**src/rtl/led_ctrl_config.svh**
```systemverilog
// Sizes are fixed at compile time; LED_DATA_WIDTH must match the row and column mask widths
`ifndef LED_CTRL_CONFIG_SVH
`define LED_CTRL_CONFIG_SVH

// SPI byte size in bits
`define LED_DATA_WIDTH 8

// Command buffer depth in bytes, extra frame bytes are dropped
`define LED_BUF_DEPTH 16

// Matrix geometry
`define LED_ROW_NUM 8
`define LED_COL_NUM 8

// Red, green and blue pins per cell
`define LED_CONTROL_NUM 3

// sys_clk cycles spent on each scanned row
`define LED_ROW_DWELL 4

`endif
```
**src/rtl/matrix_pkg.sv**
```systemverilog
// Matrix instruction types; the mode byte layout assumes three control pins per cell
`include "led_ctrl_config.svh"

package matrix_pkg;

    // Display mode, only MODE_ON lights anything
    typedef enum logic [1:0] {
        MODE_OFF = 2'd0,
        MODE_ON  = 2'd1
    } disp_mode_t;

    typedef logic [`LED_CONTROL_NUM-1:0] color_t;
    typedef logic [`LED_ROW_NUM-1:0]     row_mask_t;
    typedef logic [`LED_COL_NUM-1:0]     col_mask_t;

    // Mode byte: bits 1..0 mode, bits 4..2 colour, top bits unused
    typedef struct packed {
        logic [2:0] rsvd;
        color_t     color;
        disp_mode_t sel;
    } mode_byte_t;

    typedef struct packed {
        mode_byte_t mode;
        row_mask_t  row;
        col_mask_t  col;
    } matrix_instr_t;

    // One colour code per column
    typedef color_t [`LED_COL_NUM-1:0] col_cells_t;

endpackage

```
**src/rtl/spi_link_pkg.sv**
```systemverilog
// SPI byte path types; buffer address width follows LED_BUF_DEPTH, which must be a power of two
`include "led_ctrl_config.svh"

package spi_link_pkg;

    // One byte as shifted in from mosi
    typedef logic [`LED_DATA_WIDTH-1:0] spi_byte_t;

    // Command buffer address
    typedef logic [$clog2(`LED_BUF_DEPTH)-1:0] buf_addr_t;

    // Received byte with the first-in-frame mark
    typedef struct packed {
        spi_byte_t data;
        logic      frame_first;
    } rx_byte_t;

endpackage

```
**src/rtl/led_ctrl_top.sv**
```systemverilog
// SPI commanded LED matrix; tx_done must be held until the frame's last byte is stored
module led_ctrl_top import spi_link_pkg::*, matrix_pkg::*; (
    input  logic       sys_clk,
    input  logic       rst_n,
    input  logic       spi_clk,
    input  logic       spi_ss_n,
    input  logic       spi_mosi,
    input  logic       tx_done,
    output row_mask_t  row_anode,
    output col_cells_t col_cells
);
    logic          rx_valid;
    rx_byte_t      rx_byte;
    buf_addr_t     rd_addr;
    spi_byte_t     rd_data;
    logic          cmd_req;
    logic          cmd_ack;
    matrix_instr_t cmd;

    spi_byte_rx spi_byte_rx_i (
        .sys_clk  (sys_clk),
        .rst_n    (rst_n),
        .spi_clk  (spi_clk),
        .spi_ss_n (spi_ss_n),
        .spi_mosi (spi_mosi),
        .rx_valid (rx_valid),
        .rx_byte  (rx_byte)
    );

    cmd_buffer cmd_buffer_i (
        .sys_clk  (sys_clk),
        .rst_n    (rst_n),
        .rx_valid (rx_valid),
        .rx_byte  (rx_byte),
        .rd_addr  (rd_addr),
        .rd_data  (rd_data)
    );

    // Decode stage
    instr_fetch instr_fetch_i (
        .sys_clk (sys_clk),
        .rst_n   (rst_n),
        .tx_done (tx_done),
        .rd_addr (rd_addr),
        .rd_data (rd_data),
        .cmd_req (cmd_req),
        .cmd     (cmd),
        .cmd_ack (cmd_ack)
    );

    // Execute stage
    matrix_scan matrix_scan_i (
        .sys_clk   (sys_clk),
        .rst_n     (rst_n),
        .cmd_req   (cmd_req),
        .cmd       (cmd),
        .cmd_ack   (cmd_ack),
        .row_anode (row_anode),
        .col_cells (col_cells)
    );

endmodule

```
**src/rtl/matrix_scan.sv**
```systemverilog
// Fixed dwell row scan, no brightness control; a new instruction applies from the next row slot
`include "led_ctrl_config.svh"

module matrix_scan import matrix_pkg::*; (
    input  logic          sys_clk,
    input  logic          rst_n,
    input  logic          cmd_req,
    input  matrix_instr_t cmd,
    output logic          cmd_ack,
    output row_mask_t     row_anode,
    output col_cells_t    col_cells
);
    localparam int unsigned ROW_W   = $clog2(`LED_ROW_NUM);
    localparam int unsigned DWELL_W = $clog2(`LED_ROW_DWELL + 1);
    localparam logic [DWELL_W-1:0] DWELL_LAST = DWELL_W'(`LED_ROW_DWELL - 1);
    localparam logic [ROW_W-1:0]   ROW_LAST   = ROW_W'(`LED_ROW_NUM - 1);

    matrix_instr_t      instr_pend;
    matrix_instr_t      instr_cur;
    logic [DWELL_W-1:0] dwell_cnt;
    logic [ROW_W-1:0]   row_idx;
    logic               row_on;

    // Four-phase slave side
    always_ff @(posedge sys_clk) begin
        if (!rst_n) begin
            cmd_ack    <= 1'b0;
            instr_pend <= '0;
        end else if (cmd_req && !cmd_ack) begin
            instr_pend <= cmd;
            cmd_ack    <= 1'b1;
        end else if (!cmd_req && cmd_ack) begin
            cmd_ack <= 1'b0;
        end
    end

    // Row slot timing, instruction swapped only at slot edges
    always_ff @(posedge sys_clk) begin
        if (!rst_n) begin
            dwell_cnt <= '0;
            row_idx   <= '0;
            instr_cur <= '0;
        end else if (dwell_cnt == DWELL_LAST) begin
            dwell_cnt <= '0;
            instr_cur <= instr_pend;
            if (row_idx == ROW_LAST) begin
                row_idx <= '0;
            end else begin
                row_idx <= row_idx + 1'b1;
            end
        end else begin
            dwell_cnt <= dwell_cnt + 1'b1;
        end
    end

    assign row_on = (instr_cur.mode.sel == MODE_ON) && instr_cur.row[row_idx];

    always_comb begin
        row_anode = row_on ? (row_mask_t'(1) << row_idx) : '0;
        for (int c = 0; c < `LED_COL_NUM; c++) begin
            col_cells[c] = (row_on && instr_cur.col[c]) ? instr_cur.mode.color : '0;
        end
    end

endmodule

```
**src/rtl/instr_fetch.sv**
```systemverilog
// Fetches bytes 0..2 once per tx_done pulse; tx_done must fall before the next fetch starts
module instr_fetch import spi_link_pkg::*, matrix_pkg::*; (
    input  logic          sys_clk,
    input  logic          rst_n,
    input  logic          tx_done,
    output buf_addr_t     rd_addr,
    input  spi_byte_t     rd_data,
    output logic          cmd_req,
    output matrix_instr_t cmd,
    input  logic          cmd_ack
);
    typedef enum logic [2:0] {
        S_IDLE,
        S_RD_MODE,
        S_RD_ROW,
        S_RD_COL,
        S_LOAD,
        S_REQ,
        S_HOLD,
        S_REARM
    } fetch_state_t;

    fetch_state_t state;

    always_ff @(posedge sys_clk) begin
        if (!rst_n) begin
            state   <= S_IDLE;
            rd_addr <= '0;
            cmd_req <= 1'b0;
        end else begin
            case (state)
                S_IDLE: begin
                    if (tx_done) begin
                        rd_addr <= buf_addr_t'(0);
                        state   <= S_RD_MODE;
                    end
                end
                // Buffer samples the address here and returns data next cycle
                S_RD_MODE: begin
                    rd_addr <= buf_addr_t'(1);
                    state   <= S_RD_ROW;
                end
                S_RD_ROW: begin
                    rd_addr <= buf_addr_t'(2);
                    state   <= S_RD_COL;
                end
                S_RD_COL: state <= S_LOAD;
                S_LOAD:   state <= S_REQ;
                // Instruction complete in cmd
                S_REQ: begin
                    cmd_req <= 1'b1;
                    state   <= S_HOLD;
                end
                S_HOLD: begin
                    if (cmd_ack) begin
                        cmd_req <= 1'b0;
                        state   <= S_REARM;
                    end
                end
                S_REARM: begin
                    if (!cmd_ack && !tx_done) begin
                        state <= S_IDLE;
                    end
                end
                default: state <= S_IDLE;
            endcase
        end
    end

    // Instruction fields only change while req is low
    always_ff @(posedge sys_clk) begin
        case (state)
            S_RD_ROW: cmd.mode <= rd_data;
            S_RD_COL: cmd.row  <= rd_data;
            S_LOAD:   cmd.col  <= rd_data;
            default:  cmd      <= cmd;
        endcase
    end

endmodule

```
**src/rtl/cmd_buffer.sv**
```systemverilog
// Register byte store; bytes past LED_BUF_DEPTH in one frame are dropped, reads take one cycle
`include "led_ctrl_config.svh"

module cmd_buffer import spi_link_pkg::*; (
    input  logic      sys_clk,
    input  logic      rst_n,
    input  logic      rx_valid,
    input  rx_byte_t  rx_byte,
    input  buf_addr_t rd_addr,
    output spi_byte_t rd_data
);
    localparam buf_addr_t LAST_ADDR = buf_addr_t'(`LED_BUF_DEPTH - 1);

    spi_byte_t mem [`LED_BUF_DEPTH];
    buf_addr_t wr_ptr;
    buf_addr_t wr_idx;
    logic      wr_full;
    logic      wr_en;

    // A frame's first byte always lands at address 0
    assign wr_idx = rx_byte.frame_first ? '0 : wr_ptr;
    assign wr_en  = rx_valid & (rx_byte.frame_first | ~wr_full);

    always_ff @(posedge sys_clk) begin
        if (!rst_n) begin
            wr_ptr  <= '0;
            wr_full <= 1'b0;
        end else if (wr_en) begin
            if (wr_idx == LAST_ADDR) begin
                wr_full <= 1'b1;
            end else begin
                wr_ptr  <= wr_idx + 1'b1;
                wr_full <= 1'b0;
            end
        end
    end

    always_ff @(posedge sys_clk) begin
        if (wr_en) begin
            mem[wr_idx] <= rx_byte.data;
        end
        rd_data <= mem[rd_addr];
    end

endmodule

```
**src/rtl/spi_byte_rx.sv**
```systemverilog
// SPI mode 0 slave, MSB first; spi_clk must stay at or below sys_clk/8, no MISO path
`include "led_ctrl_config.svh"

module spi_byte_rx import spi_link_pkg::*; (
    input  logic     sys_clk,
    input  logic     rst_n,
    input  logic     spi_clk,
    input  logic     spi_ss_n,
    input  logic     spi_mosi,
    output logic     rx_valid,
    output rx_byte_t rx_byte
);
    localparam int unsigned CNT_W = $clog2(`LED_DATA_WIDTH);
    localparam logic [CNT_W-1:0] LAST_BIT = CNT_W'(`LED_DATA_WIDTH - 1);

    logic [1:0]       sclk_sync;
    logic [1:0]       ss_sync;
    logic [1:0]       mosi_sync;
    logic             sclk_prev;
    logic             ss_prev;
    logic             sclk_rise;
    logic             ss_fall;
    logic             shift_en;
    logic [CNT_W-1:0] bit_cnt;
    logic             first_pend;
    spi_byte_t        shift_reg;
    spi_byte_t        shift_next;

    assign sclk_rise  = sclk_sync[1] & ~sclk_prev;
    assign ss_fall    = ~ss_sync[1] & ss_prev;
    assign shift_en   = sclk_rise & ~ss_sync[1] & ~ss_fall;
    assign shift_next = {shift_reg[`LED_DATA_WIDTH-2:0], mosi_sync[1]};

    // Synchronizers and bit counter
    always_ff @(posedge sys_clk) begin
        if (!rst_n) begin
            sclk_sync  <= '0;
            ss_sync    <= '1;
            sclk_prev  <= 1'b0;
            ss_prev    <= 1'b1;
            bit_cnt    <= '0;
            first_pend <= 1'b0;
            rx_valid   <= 1'b0;
        end else begin
            sclk_sync <= {sclk_sync[0], spi_clk};
            ss_sync   <= {ss_sync[0], spi_ss_n};
            sclk_prev <= sclk_sync[1];
            ss_prev   <= ss_sync[1];
            rx_valid  <= 1'b0;
            if (ss_fall) begin
                bit_cnt    <= '0;
                first_pend <= 1'b1;
            end else if (ss_sync[1]) begin
                // Deselect drops any partial byte
                bit_cnt <= '0;
            end else if (shift_en) begin
                if (bit_cnt == LAST_BIT) begin
                    bit_cnt    <= '0;
                    rx_valid   <= 1'b1;
                    first_pend <= 1'b0;
                end else begin
                    bit_cnt <= bit_cnt + 1'b1;
                end
            end
        end
    end

    // Data path, mosi delayed to line up with spi_clk
    always_ff @(posedge sys_clk) begin
        mosi_sync <= {mosi_sync[0], spi_mosi};
        if (shift_en) begin
            shift_reg <= shift_next;
        end
        if (shift_en && bit_cnt == LAST_BIT) begin
            rx_byte.data        <= shift_next;
            rx_byte.frame_first <= first_pend;
        end
    end

endmodule

```
**config.mk**
```make
export PLATFORM = sky130hd
export DESIGN_NAME = led_ctrl_top
export DESIGN_NICKNAME = d
export VERILOG_FILES = /design/src/rtl/matrix_pkg.sv /design/src/rtl/spi_link_pkg.sv /design/src/rtl/led_ctrl_top.sv /design/src/rtl/matrix_scan.sv /design/src/rtl/instr_fetch.sv /design/src/rtl/cmd_buffer.sv /design/src/rtl/spi_byte_rx.sv
export VERILOG_INCLUDE_DIRS = /design/src /design/src/rtl
export SDC_FILE = /design/constraint.sdc
export NUM_CORES = 1
export LEC_CHECK = 0
export BUFFER_PORTS_ARGS = -buffer_cell sky130_fd_sc_hd__buf_4
export CORE_MARGIN = 4
export CORE_UTILIZATION = 45
export DETAILED_ROUTE_END_ITERATION = 8
export GPL_ROUTABILITY_DRIVEN = 0
export PLACE_DENSITY_LB_ADDON = 0.15
export SKIP_LAST_GASP = 1
export SYNTH_ARGS = -nofsm -noshare
export SYNTH_HDL_FRONTEND = slang
export SYNTH_HIERARCHICAL = 1
export SYNTH_SLANG_ARGS = --single-unit
```
**constraint.sdc**
```tcl
create_clock -name sys_clk -period 2.1 [get_ports sys_clk]
set_input_delay 0.21 -clock sys_clk [delete_from_list [all_inputs] [get_ports sys_clk]]
set_output_delay 0.21 -clock sys_clk [all_outputs]
set_load 0.02 [all_outputs]
```
Word level (Yosys, flattened, before mapping) --
Memory sizes are Yosys's and may differ from the RTL's. A register that Yosys moved wholly into a read port is not among the register bits. Index checks and enable logic that the tools add are counted.
Cells by class: add/sub/neg operators 4, order comparisons 1, eq/ne operators 16, shifts and indexed selects 1, multiplexer cells 32, bitwise gates (word level) 13, reduce and logical (&&, ||, !) cells 30
Operators with widths (count):
- 2-to-1 mux 3 bit | 13
- one-hot mux 3 bit (8 select lines) | 1
- equality test 3 bit (second input constant) | 6
- logical AND 1 bit | 13
- 2-to-1 mux 1 bit | 12
- one-hot mux 4 bit (3 select lines) | 1
- adder 3 x 1 -> 3 bit (second input constant) | 3
- equality test 3 x 2 -> 1 bit (second input constant) | 3
- 2-to-1 mux 4 bit | 2
- 2-to-1 mux 8 bit | 1
- nonzero test 2 bit | 4
- << shifter 1 x 3 -> 8 bit (first input constant) | 1
- NOT 1 bit | 7
- AND reduction 2 bit | 3
- AND reduction 3 bit | 2
- bitwise AND 1 bit | 5
- adder 4 x 1 -> 4 bit (second input constant) | 1
- equality test 4 bit (second input constant) | 1
- < comparator 3 x 4 -> 1 bit (second input constant) | 1
- inequality test 2 x 1 -> 1 bit (second input constant) | 2
- inequality test 2 bit (second input constant) | 2
- OR reduction 4 bit | 1
- binary-select mux 1 bit (select 3 bit) | 1
- equality test 3 x 1 -> 1 bit (second input constant) | 1
- 8 further kinds | 10
Word-level totals: register bits 112, memory bits (writable) 128, memories 1
Memories:
- cmd_buffer_i.mem | words 16, bits a word 8, rd ports 1, clocked after Yosys merged registers in 1, write ports 1, line cmd_buffer.sv:14 | spi_byte_t mem [`LED_BUF_DEPTH];

Depth between registers and ports, before layout --
Gate-level depths: netlist (run 1).
depth after elaboration 7, mapped depth 7

Hierarchy --
The synthesis (run 1) kept the hierarchy.
By module, submodules not included:
- cmd_buffer | instances 1, cells each 271, area each 5486.5 µm²
- matrix_scan | instances 1, cells each 255, area each 2678.8 µm²
- instr_fetch | instances 1, cells each 73, area each 1122.3 µm²
- spi_byte_rx | instances 1, cells each 52, area each 917.1 µm²

Worst setup path before layout (run 1) --
OpenSTA, ideal clock, no wires.
kind flip-flop to flip-flop, from register, netlist name spi_byte_rx_i/rx_byte[0], to memory cmd_buffer_i/mem[13][0] (netlist bit), enable pin, data arrival time 1.821 ns, data required time 1.702 ns, slack -0.119 ns, stages on the path, launching flop included 4, clock period less this slack 2.219 ns, path through edfxtp_1 -> clkbuf_1 -> nand3b_1 -> nor4b_1
Between the ends: cells in the longest elaborated chain, start to end 4, elaborated cells on any way between the ends 5, those cells by class 3 x mux; 2 x bitwise
Ends and longest elaborated chain:
- bitwise OR 1 bit | line cmd_buffer.sv:22 | assign wr_en = rx_valid & (rx_byte.frame_first | ~wr_full);
- bitwise AND 1 bit | line cmd_buffer.sv:22
- 2-to-1 mux 1 bit | line cmd_buffer.sv:39 | if (wr_en) begin
- 2-to-1 mux 1 bit (implied by the code) | line cmd_buffer.sv:40 | mem[wr_idx] <= rx_byte.data;
- to (decl) | line cmd_buffer.sv:14
Several ways; a longest one is shown, not always the timed one.

==> results.md, run 1 <==
- Outcome: complete, but fails checks
- Failing checks: setup timing
- Final core occ: between 50% and 60%
- Slew of the pin with the lowest slew margin: 0.620 ns
- CORE AREA: 0.0220 mm^2
- Final period util: 106%
- DIE WIDTH: 158 um
- Area Overhead vs Synth: 20.4%
- WL per Instance: 19.4 um
- DR top layer: met4
- Largest net degree at the start of global routing: 50
- Routed WL: between 15000 and 20000 um
- Routed met2 length: about 10000 um
- Max-Slew Margin vs Limit: roughly 60%
- Vias in the first global route: 5533
- # clock sinks: 246
- Total of max-cap violations: 0
- Remaining DRCs: 0
- Port buffer count: 37
- Tot GR Track Use: about 16%
- CP endpoint: col_cells[6]
- Worst Hold Slack: approximately 0.16 ns
- CTS tree: done
- Worst setup path start: matrix_scan_i/row_idx[1]
- DR vias/cell: 5.38
- Yosys warning count: 6
- Placed cell count: approximately 960
- Routed wl met3: approximately 640 um
- RSZ-0062 raised after global routing: true
- Hold Crit Class: in -> reg
- CP required: about 1.9 ns
- Reg-to-reg endpoint: cmd_buffer_i/mem[4][1]
- CP Class: reg -> out
- Peak VDD IR: 0.680 mV
- Maximum clock rate: about 450 MHz
- Final min period: about 2.2 ns
- GRT overflow: 0
- Final hold viol count: 0
- Root Buffer: clkbuf_16
- Post-DP HPWL: 12200 um
- Rows: between 50 and 60
- Post-layout power: 11.7 mW
- Global-route wire length before repair: 30600 um
- Final Non-Filler Cells: between 1000 and 1500
- P_leak: 4.00 nW
- Routed via count: 5518
- Largest reg by FF count: cmd_buffer_i/mem
- Clock transition at path regs: about 0.060 ns
- Starting DRT DRC Count: approximately 300
- Crit Path Max Fanout: 7
- Die ar.: between 0.02 and 0.025 mm^2
- Initial DRT Pass Iterations: 5
- Worst-Skew Late Latency: about 0.53 ns
- PwrDens: just under 1000 mW/mm^2
- RR Startpoint: spi_byte_rx_i/rx_byte[0]
- Die height: around 160 um
- M1 wire length: just over 8000 um
- CTS Buf Count: 26
- Clock buffer depth: 3
- # nets final: around 750
- Crit start category: flip-flop
- Fraction of layout instances using a drive strength above 1: between 20% and 30%
- Setup violators final: 32
- Starting Density: between 40% and 50%
- R2r setup slk: 0.29 ns
- Avg Inst Size Synth: around 16 um^2
- I/O pins: 38
- Setup ws final: -0.120 ns
- Final ANT Viol Nets: 0
- Mapped Area: approximately 0.010 mm^2
- R2R cell count: 4
- H-tree lvl count: 1
- N_diodes: 0
- Max reg flops: between 100 and 150
- Setup crit end kind: output pin
- Max Slew Vio Count: 0
- Number of antenna violations at the first check in global routing: 0
- Crit path DAT: roughly 2 ns
- Clock Skews: between 0.02 and 0.025 ns
- Post-Syn Instances: 648
-- critical path, cell delays in order (launching register included) --
cell and delay (ns):
dfxtp_4 0.40, mux2_4 0.32, o31ai_4 0.19, buf_6 0.18, clkbuf_16 0.18, nor4_2 0.06
buf_4 0.16
-- worst min path at each step --
stage | depth (start not counted) | to | from
finish | 3 | instr_fetch_i/state[2] | tx_done
global route | 3 | instr_fetch_i/state[2] | tx_done
CTS | 3 | instr_fetch_i/state[2] | tx_done
detailed placement | 1 | spi_byte_rx_i/mosi_sync[0] | spi_mosi
global placement | 1 | spi_byte_rx_i/mosi_sync[0] | spi_mosi
floorplan | 0 | spi_byte_rx_i/mosi_sync[0] | spi_mosi
-- repair_timing --
| item | CTS | global route |
|---|---|---|
| endpoints found under the setup margin | 32 | 32 |
| hold endpoints to repair | 4 | 0 |
| cloned | 3 | 6 |
| hold buffers | 5 | 0 |
| gates resized for setup | 49 | 23 |
| pin swaps | 11 | 13 |
| setup buffers | 6 | 3 |
-- routing by layer --
metal / GRT usage (%) / vias to the layer above
li1: - / 2602
met1: 19.9 / 2770
met2: 27.8 / 106
met3: 2.38 / 40
met4: 4.88 / 0
met5: 0 / -
-- layout make-up --
cell class	count	area (um^2)
fill	1744	9780
sequential	246	6590
multi-input combinational	349	3440
timing repair buffer	89	876
clock buffer	34	711
tap	280	350
clock inverter	14	156
inverter	13	53.8
-- layout by cell type, fill, tap and decap left out, drive strengths merged, types with 5 or more instances in the layout --
master and n:
edfxtp 165, dfxtp 81, buf 80, nor2b 53
mux2i 50, nand2 45, clkbuf 38, mux4 34
nor2 29, nor4 27, a22oi 16, ha 15
nand2b 13, inv 13, and2 13, clkinv 10
a21oi 8, dlygate4sd3 5
-- power breakdown --
part           internal (mW)  switching, mW  leakage, nW
clock                   2.75           1.78        0.421
sequential              5.45          0.255         2.15
combinational          0.756          0.745         1.43
total                   8.96           2.78         4.00
-- metrics by stage --
step	setup TNS (ns)	worst slack, ns	instance area [um^2]
6_report	-2.69	-0.120	12200
3_3_place_gp	0	0.285	10700
4_1_cts	-3.09	-0.135	11900
3_5_place_dp	0	0.208	10700
2_1_floorplan	-0.749	-0.0468	10100
5_1_grt	-4.50	-0.176	12200
(Power assumes the default switching activity.)
==> inputs of run 2 (changes only) <==
TNS_END_PERCENT = 20   (was not set)
==> results.md, run 2 (same netlist as run 1, synthesis figures left out) <==
- Crit start category: flip-flop (unchanged)
- Outcome: complete, but fails checks (unchanged)
- Max-Slew Margin vs Limit: 52.8% (was 58.6%)
- CORE AREA: 0.0220 mm^2 (unchanged)
- Final min period: 2.20 ns (was 2.22 ns)
- PwrDens: 1020 mW/mm^2 (was 964 mW/mm^2)
- Total of max-cap violations: 0 (unchanged)
- N_diodes: 0 (unchanged)
- Number of antenna violations at the first check in global routing: 0 (unchanged)
- Max Slew Vio Count: 0 (unchanged)
- Tot GR Track Use: 15.1% (was 15.7%)
- Setup ws final: -0.101 ns (was -0.120 ns)
- Failing checks: setup timing (unchanged)
- Crit Path Max Fanout: 13 (was 7)
- Largest net degree at the start of global routing: 51 (was 50)
- Design area: 0.0119 mm^2 (was 0.0122 mm^2)
- Port buffer count: 37 (unchanged)
- Clk pwr share: 41.3% (was 38.6%)
- Worst-path cell chain: mux2_4, o31ai_4, buf_4, buf_12, nor4_1, buf_4 (was mux2_4, o31ai_4, buf_6, clkbuf_16, nor4_2, buf_4)
- WL per Instance: 18.4 um (was 19.4 um)
- Global-route wire length before repair: 29800 um (was 30600 um)
- M1 wire length: 7950 um (was 8310 um)
- Fraction of layout instances using a drive strength above 1: 23.7% (was 26.0%)
- CTS tree: done (unchanged)
- Area Overhead vs Synth: 17.2% (was 20.4%)
- Most common cell after layout, fill and taps aside: edfxtp_1 (unchanged)
- GRT overflow: 0 (unchanged)
- Routed WL: 18600 um (was 19900 um)
- Crit path DAT: 1.99 ns (was 2.01 ns)
- Setup TNS: -2.66 ns (was -2.69 ns)
- Routed met2 length: 9360 um (was 10500 um)
- Max reg flops: 128 (unchanged)
- Critical Path Max Stage Delay: 0.41 ns (was 0.40 ns)
- CP required: 1.89 ns (about the same)
- Final period util: 105% (was 106%)
- Maximum clock rate: 454 MHz (was 450 MHz)
- Largest reg by FF count: cmd_buffer_i/mem (unchanged)
- Clock transition at path regs: 0.06 ns (about the same)
- Starting DRT DRC Count: 280 (was 302)
- Most used cell along the critical path: buf_4
- Die height: 158 um (unchanged)
- Vias in the first global route: 5464 (was 5533)
- Rows: 54 (unchanged)
- Remaining DRCs: 0 (unchanged)
- Internal power: 9.35 mW (was 8.96 mW)
- Peak VDD IR: 0.726 mV (was 0.680 mV)
- RSZ-0062 raised after global routing: true (unchanged)
- Sw power: 2.79 mW (was 2.78 mW)
- Starting Density: 46.1% (unchanged)
- # clock sinks: 246 (unchanged)
- Net Sw Frac: 23.0% (was 23.7%)
- Setup crit end kind: output pin (unchanged)
- # nets final: 735 (was 746)
- Routed wl met3: 747 um (was 638 um)
- CTS Buf Count: 26 (unchanged)
- CP max stage cell: dfxtp_4 (unchanged)
- H-tree lvl count: 1 (unchanged)
- Combinational share of power: 11.8% (was 12.8%)
- DP Area: 0.0107 mm^2 (about the same)
- P_leak: 3.93 nW (was 4.00 nW)
- Clock buffer depth: 3 (unchanged)
- Register share of total power: 46.9% (was 48.6%)
- Post-DP HPWL: 12100 um (was 12200 um)
- I/O pins: 38 (unchanged)
- DIE WIDTH: 158 um (unchanged)
- Final hold viol count: 0 (unchanged)
- Clock Skews: 0.0184 ns (was 0.0242 ns)
- Most frequent cells in the layout: edfxtp_1 (165), dfxtp_1 (78), buf_4 (66) (was edfxtp_1 (165), dfxtp_1 (76), buf_4 (63))
- Initial DRT Pass Iterations: 4 (was 5)
- Worst-Skew Late Latency: 0.53 ns (about the same)
- Final ANT Viol Nets: 0 (unchanged)
- Root Buffer: clkbuf_16 (unchanged)
- Hold Crit Class: in -> reg (unchanged)
- Slew of the pin with the lowest slew margin: 0.708 ns (was 0.620 ns)
- Routed via count: 5369 (was 5518)
- Post-layout power: 12.1 mW (was 11.7 mW)
- DR top layer: met4 (unchanged)
- DR vias/cell: 5.29 (was 5.38)
- Setup violators final: 32 (unchanged)
- CP Class: reg -> out (unchanged)
- Die ar.: 0.0249 mm^2 (unchanged)
==> run 2: cell types whose count changed in the layout (fill, tap and decap cells not counted), sizes merged <==
cell,before,now
bufinv,3,7
buf,80,73
clkinv,10,11
clkinvlp,1,3
clkbuf,38,27
==> run 2: path summary, 6_finish.rpt <==
kind,startpoint,end,slack [ns],depth (start not counted)
max reg2reg,spi_byte_rx_i/rx_byte[0],cmd_buffer_i/mem[4][0],0.27,4
max,matrix_scan_i/row_idx[1],col_cells[10],-0.10,6
min reg2reg,spi_byte_rx_i/mosi_sync[0],spi_byte_rx_i/mosi_sync[1],0.33,0
min,tx_done,instr_fetch_i/state[2],0.13,3
==> run 2: what timing repair did <==
action	4_1_cts	5_1_grt
gates resized for setup	13	2
setup endpoints to repair	32	32
gates cloned	1	0
pin swaps	0	0
buffers inserted	5	0
endpoints found under the hold margin	4	0
hold buffers	5	0
==> run 2: final cells by class <==
type	count	area [um^2]
clock buffer	27	664
clock inverter	21	300
fill	1761	10100
inverter	13	48.8
multi-input combinational	349	3230
sequential	246	6590
tap	280	350
timing repair buffer	78	676
==> run 2: through the flow <==
stage / hold slack [ns] / worst slack, ns / std cells / utilization (%)
2_1_floorplan: 0.238 / -0.0619 / 649 / -
3_3_place_gp: 0.315 / 0.290 / 955 / 48.8
3_5_place_dp: 0.315 / 0.233 / 955 / 48.8
4_1_cts: 0.119 / -0.0914 / 1014 / 53.9
5_1_grt: 0.166 / -0.181 / 1014 / 54.0
6_report: 0.132 / -0.101 / 1014 / 54.0
==> run 2: metal layers <==
| layer | up-vias | global-route usage (%) |
|---|---|---|
| li1 | 2573 | - |
| met1 | 2638 | 19.6 |
| met2 | 123 | 26.3 |
| met3 | 35 | 2.13 |
| met4 | 0 | 4.92 |
| met5 | - | 0 |
==> run 2: worst max-delay path, delay by kind of cell (launching register included) <==
kind	cells	cell delay [ns]
buffers and inverters	3	0.47
DFF	1	0.41
muxes	1	0.33
AOI/OAI and AO/OA	1	0.20
and+or+nand+nor	1	0.06
==> run 2: power by group through the flow <==
stage / registers [mW] / clock network (mW) / logic, mW
finish: 5.69 / 5.02 / 1.43
floorplan: 5.67 / 0 / 1.25
global placement: 5.79 / 0 / 1.39
global route: 5.72 / 5.36 / 1.58
detailed placement: 5.79 / 0 / 1.43
CTS: 5.69 / 5.14 / 1.45
==> inputs of run 3 (changes only) <==
ABC_AREA = 1   (was not set)
CAP_MARGIN = 5   (was not set)
HOLD_SLACK_MARGIN = 0.08   (was not set)
==> results.md, run 3 <==
- Outcome: finished, final reports clean (was complete, but fails checks)
- Root Buffer: clkbuf_16 (unchanged)
- Crit path DAT: 1.74 ns (was 1.99 ns)
- Fraction of layout instances using a drive strength above 1: 12.5% (was 23.7%)
- Initial DRT Pass Iterations: 6 (was 4)
- Port buffer count: 37 (unchanged)
- Hold path depth: 5 (was 3)
- Crit Path Max Fanout: 9 (was 13)
- DP Area: 0.0108 mm^2 (was 0.0107 mm^2)
- Area Overhead vs Synth: 15.0% (was 17.2%)
- DR vias/cell: 4.82 (was 5.29)
- Final period util: 93.0% (was 105%)
- CTS Buf Count: 26 (unchanged)
- Rows: 54 (unchanged)
- CORE AREA: 0.0220 mm^2 (about the same)
- Setup crit end kind: output pin (unchanged)
- Critical Path Max Stage Delay: 0.37 ns (was 0.41 ns)
- # clock sinks: 246 (unchanged)
- Routed via count: 6716 (was 5369)
- Final core occ: 53.1% (was 54.0%)
- Peak VDD IR: 0.702 mV (was 0.726 mV)
- CP required: 1.89 ns (about the same)
- Vias in the first global route: 6192 (was 5464)
- Max reg flops: 128 (unchanged)
- Starting DRT DRC Count: 442 (was 280)
- Pre-CTS WS: 0.338 ns (was 0.233 ns)
- Global-route wire length before repair: 31900 um (was 29800 um)
- R2R cell count: 5 (was 4)
- Worst-Skew Late Latency: 0.52 ns (was 0.53 ns)
- Final hold viol count: 0 (unchanged)
- Max Slew Vio Count: 0 (unchanged)
- Mapped Area: 0.0102 mm^2 (was 0.0101 mm^2)
- Setup ws final: 0.146 ns (was -0.101 ns)
- H-tree lvl count: 1 (unchanged)
- Clock Skews: 0.0201 ns (was 0.0184 ns)
- N_diodes: 0 (unchanged)
- Final ANT Viol Nets: 0 (unchanged)
- Yosys warning count: 6 (unchanged)
- Most common cell after layout, fill and taps aside: nand2_1 (was edfxtp_1)
- Crit start category: flip-flop (unchanged)
- Die ar.: 0.0251 mm^2 (was 0.0249 mm^2)
- Remaining DRCs: 0 (unchanged)
- Clock transition at path regs: 0.06 ns (about the same)
- CP max stage cell: dfxtp_4 (unchanged)
- Total of max-cap violations: 0 (unchanged)
- Final min period: 1.95 ns (was 2.20 ns)
- Routed WL: 20300 um (was 18600 um)
- GRT overflow: 0 (unchanged)
- I/O pins: 38 (unchanged)
- Number of antenna violations at the first check in global routing: 0 (unchanged)
- Design area: 0.0117 mm^2 (was 0.0119 mm^2)
- Slew of the pin with the lowest slew margin: 0.818 ns (was 0.708 ns)
- Avg Inst Size Synth: 9.81 um^2 (was 15.6 um^2)
- Max-Slew Margin vs Limit: 45.4% (was 52.8%)
- Hold Crit Class: in -> reg (unchanged)
- Most frequent cells in the layout: nand2_1 (224), edfxtp_1 (165), inv_1 (142) (was edfxtp_1 (165), dfxtp_1 (78), buf_4 (66))
- Worst-path cell chain: or2_0, nand3_1, nand3_4, nand4_1, nor2_1, buf_4 (was mux2_4, o31ai_4, buf_4, buf_12, nor4_1, buf_4)
- PwrDens: 1020 mW/mm^2 (about the same)
- CP Class: reg -> out (unchanged)
- Starting Density: 46.2% (was 46.1%)
- DIE WIDTH: 158 um (about the same)
- Setup violators final: 0 (was 32)
- Clock buffer depth: 3 (unchanged)
- Die height: 158 um (about the same)
- Largest net degree at the start of global routing: 40 (was 51)
- Post-Syn Instances: 1037 (was 648)
- # nets final: 1116 (was 735)
- Tot GR Track Use: 16.1% (was 15.1%)
- Post-DP HPWL: 13000 um (was 12100 um)
- Maximum clock rate: 512 MHz (was 454 MHz)
- CTS tree: done (unchanged)
- WL per Instance: 14.6 um (was 18.4 um)
- Largest reg by FF count: cmd_buffer_i/mem (unchanged)
- Setup TNS: 0 ns (was -2.66 ns)
- P_leak: 5.00 nW (was 3.93 nW)
[run 3: final cells by class]
| cell class | count | area (um^2) |
|---|---|---|
| clock buffer | 34 | 764 |
| tap | 280 | 350 |
| fill | 2035 | 10300 |
| sequential | 246 | 6590 |
| timing repair buffer | 68 | 520 |
| clock inverter | 13 | 111 |
| inverter | 152 | 573 |
| multi-input combinational | 601 | 2800 |
[run 3: path summary, 6_finish.rpt]
path,end,slack [ns],from
setup / recovery,col_cells[11],0.15,matrix_scan_i/row_idx[0]
setup reg to reg,cmd_buffer_i/mem[4][1],0.28,spi_byte_rx_i/rx_byte[0]
hold reg to reg,spi_byte_rx_i/mosi_sync[1],0.32,spi_byte_rx_i/mosi_sync[0]
hold / removal,instr_fetch_i/state[2],0.13,tx_done
[run 3: metrics by stage]
stage	hold WS [ns]	std cells	total power, mW
final	0.129	1394	11.9
after global placement	0.315	1341	7.39
after global routing	0.150	1394	12.5
after floorplan	0.238	1038	7.07
after detailed placement	0.317	1341	7.41
after CTS	0.104	1392	12.0
[run 3: power by group]
part | switching [mW] | leakage (nW) | internal (mW)
sequential | 0.156 | 2.15 | 5.47
combinational | 1.18 | 2.41 | 0.529
clock | 1.77 | 0.438 | 2.79
[run 3: layer usage]
layer	global-route usage (%)	up-vias	wire length (um)
met1	20.3	3086	8630
met3	2.28	36	829
li1	-	3466	-
met5	0	-	0
met4	4.26	0	525
met2	29.3	128	10300
[run 3: timing repair]
action                                  in CTS  in global routing
pin swaps                                    0                  4
hold buffers                                 4                  0
buffers inserted                             0                  1
endpoints found under the hold margin        4                  0
endpoints found under the setup margin      19                 26
cloned                                       0                  1
resized for setup                            2                  7
[run 3: critical path, delay by kind of cell (launching register included)]
family | cells | cell delay, ns
DFF | 1 | 0.37
and+or+nand+nor | 5 | 0.70
buffers and inverters | 1 | 0.16
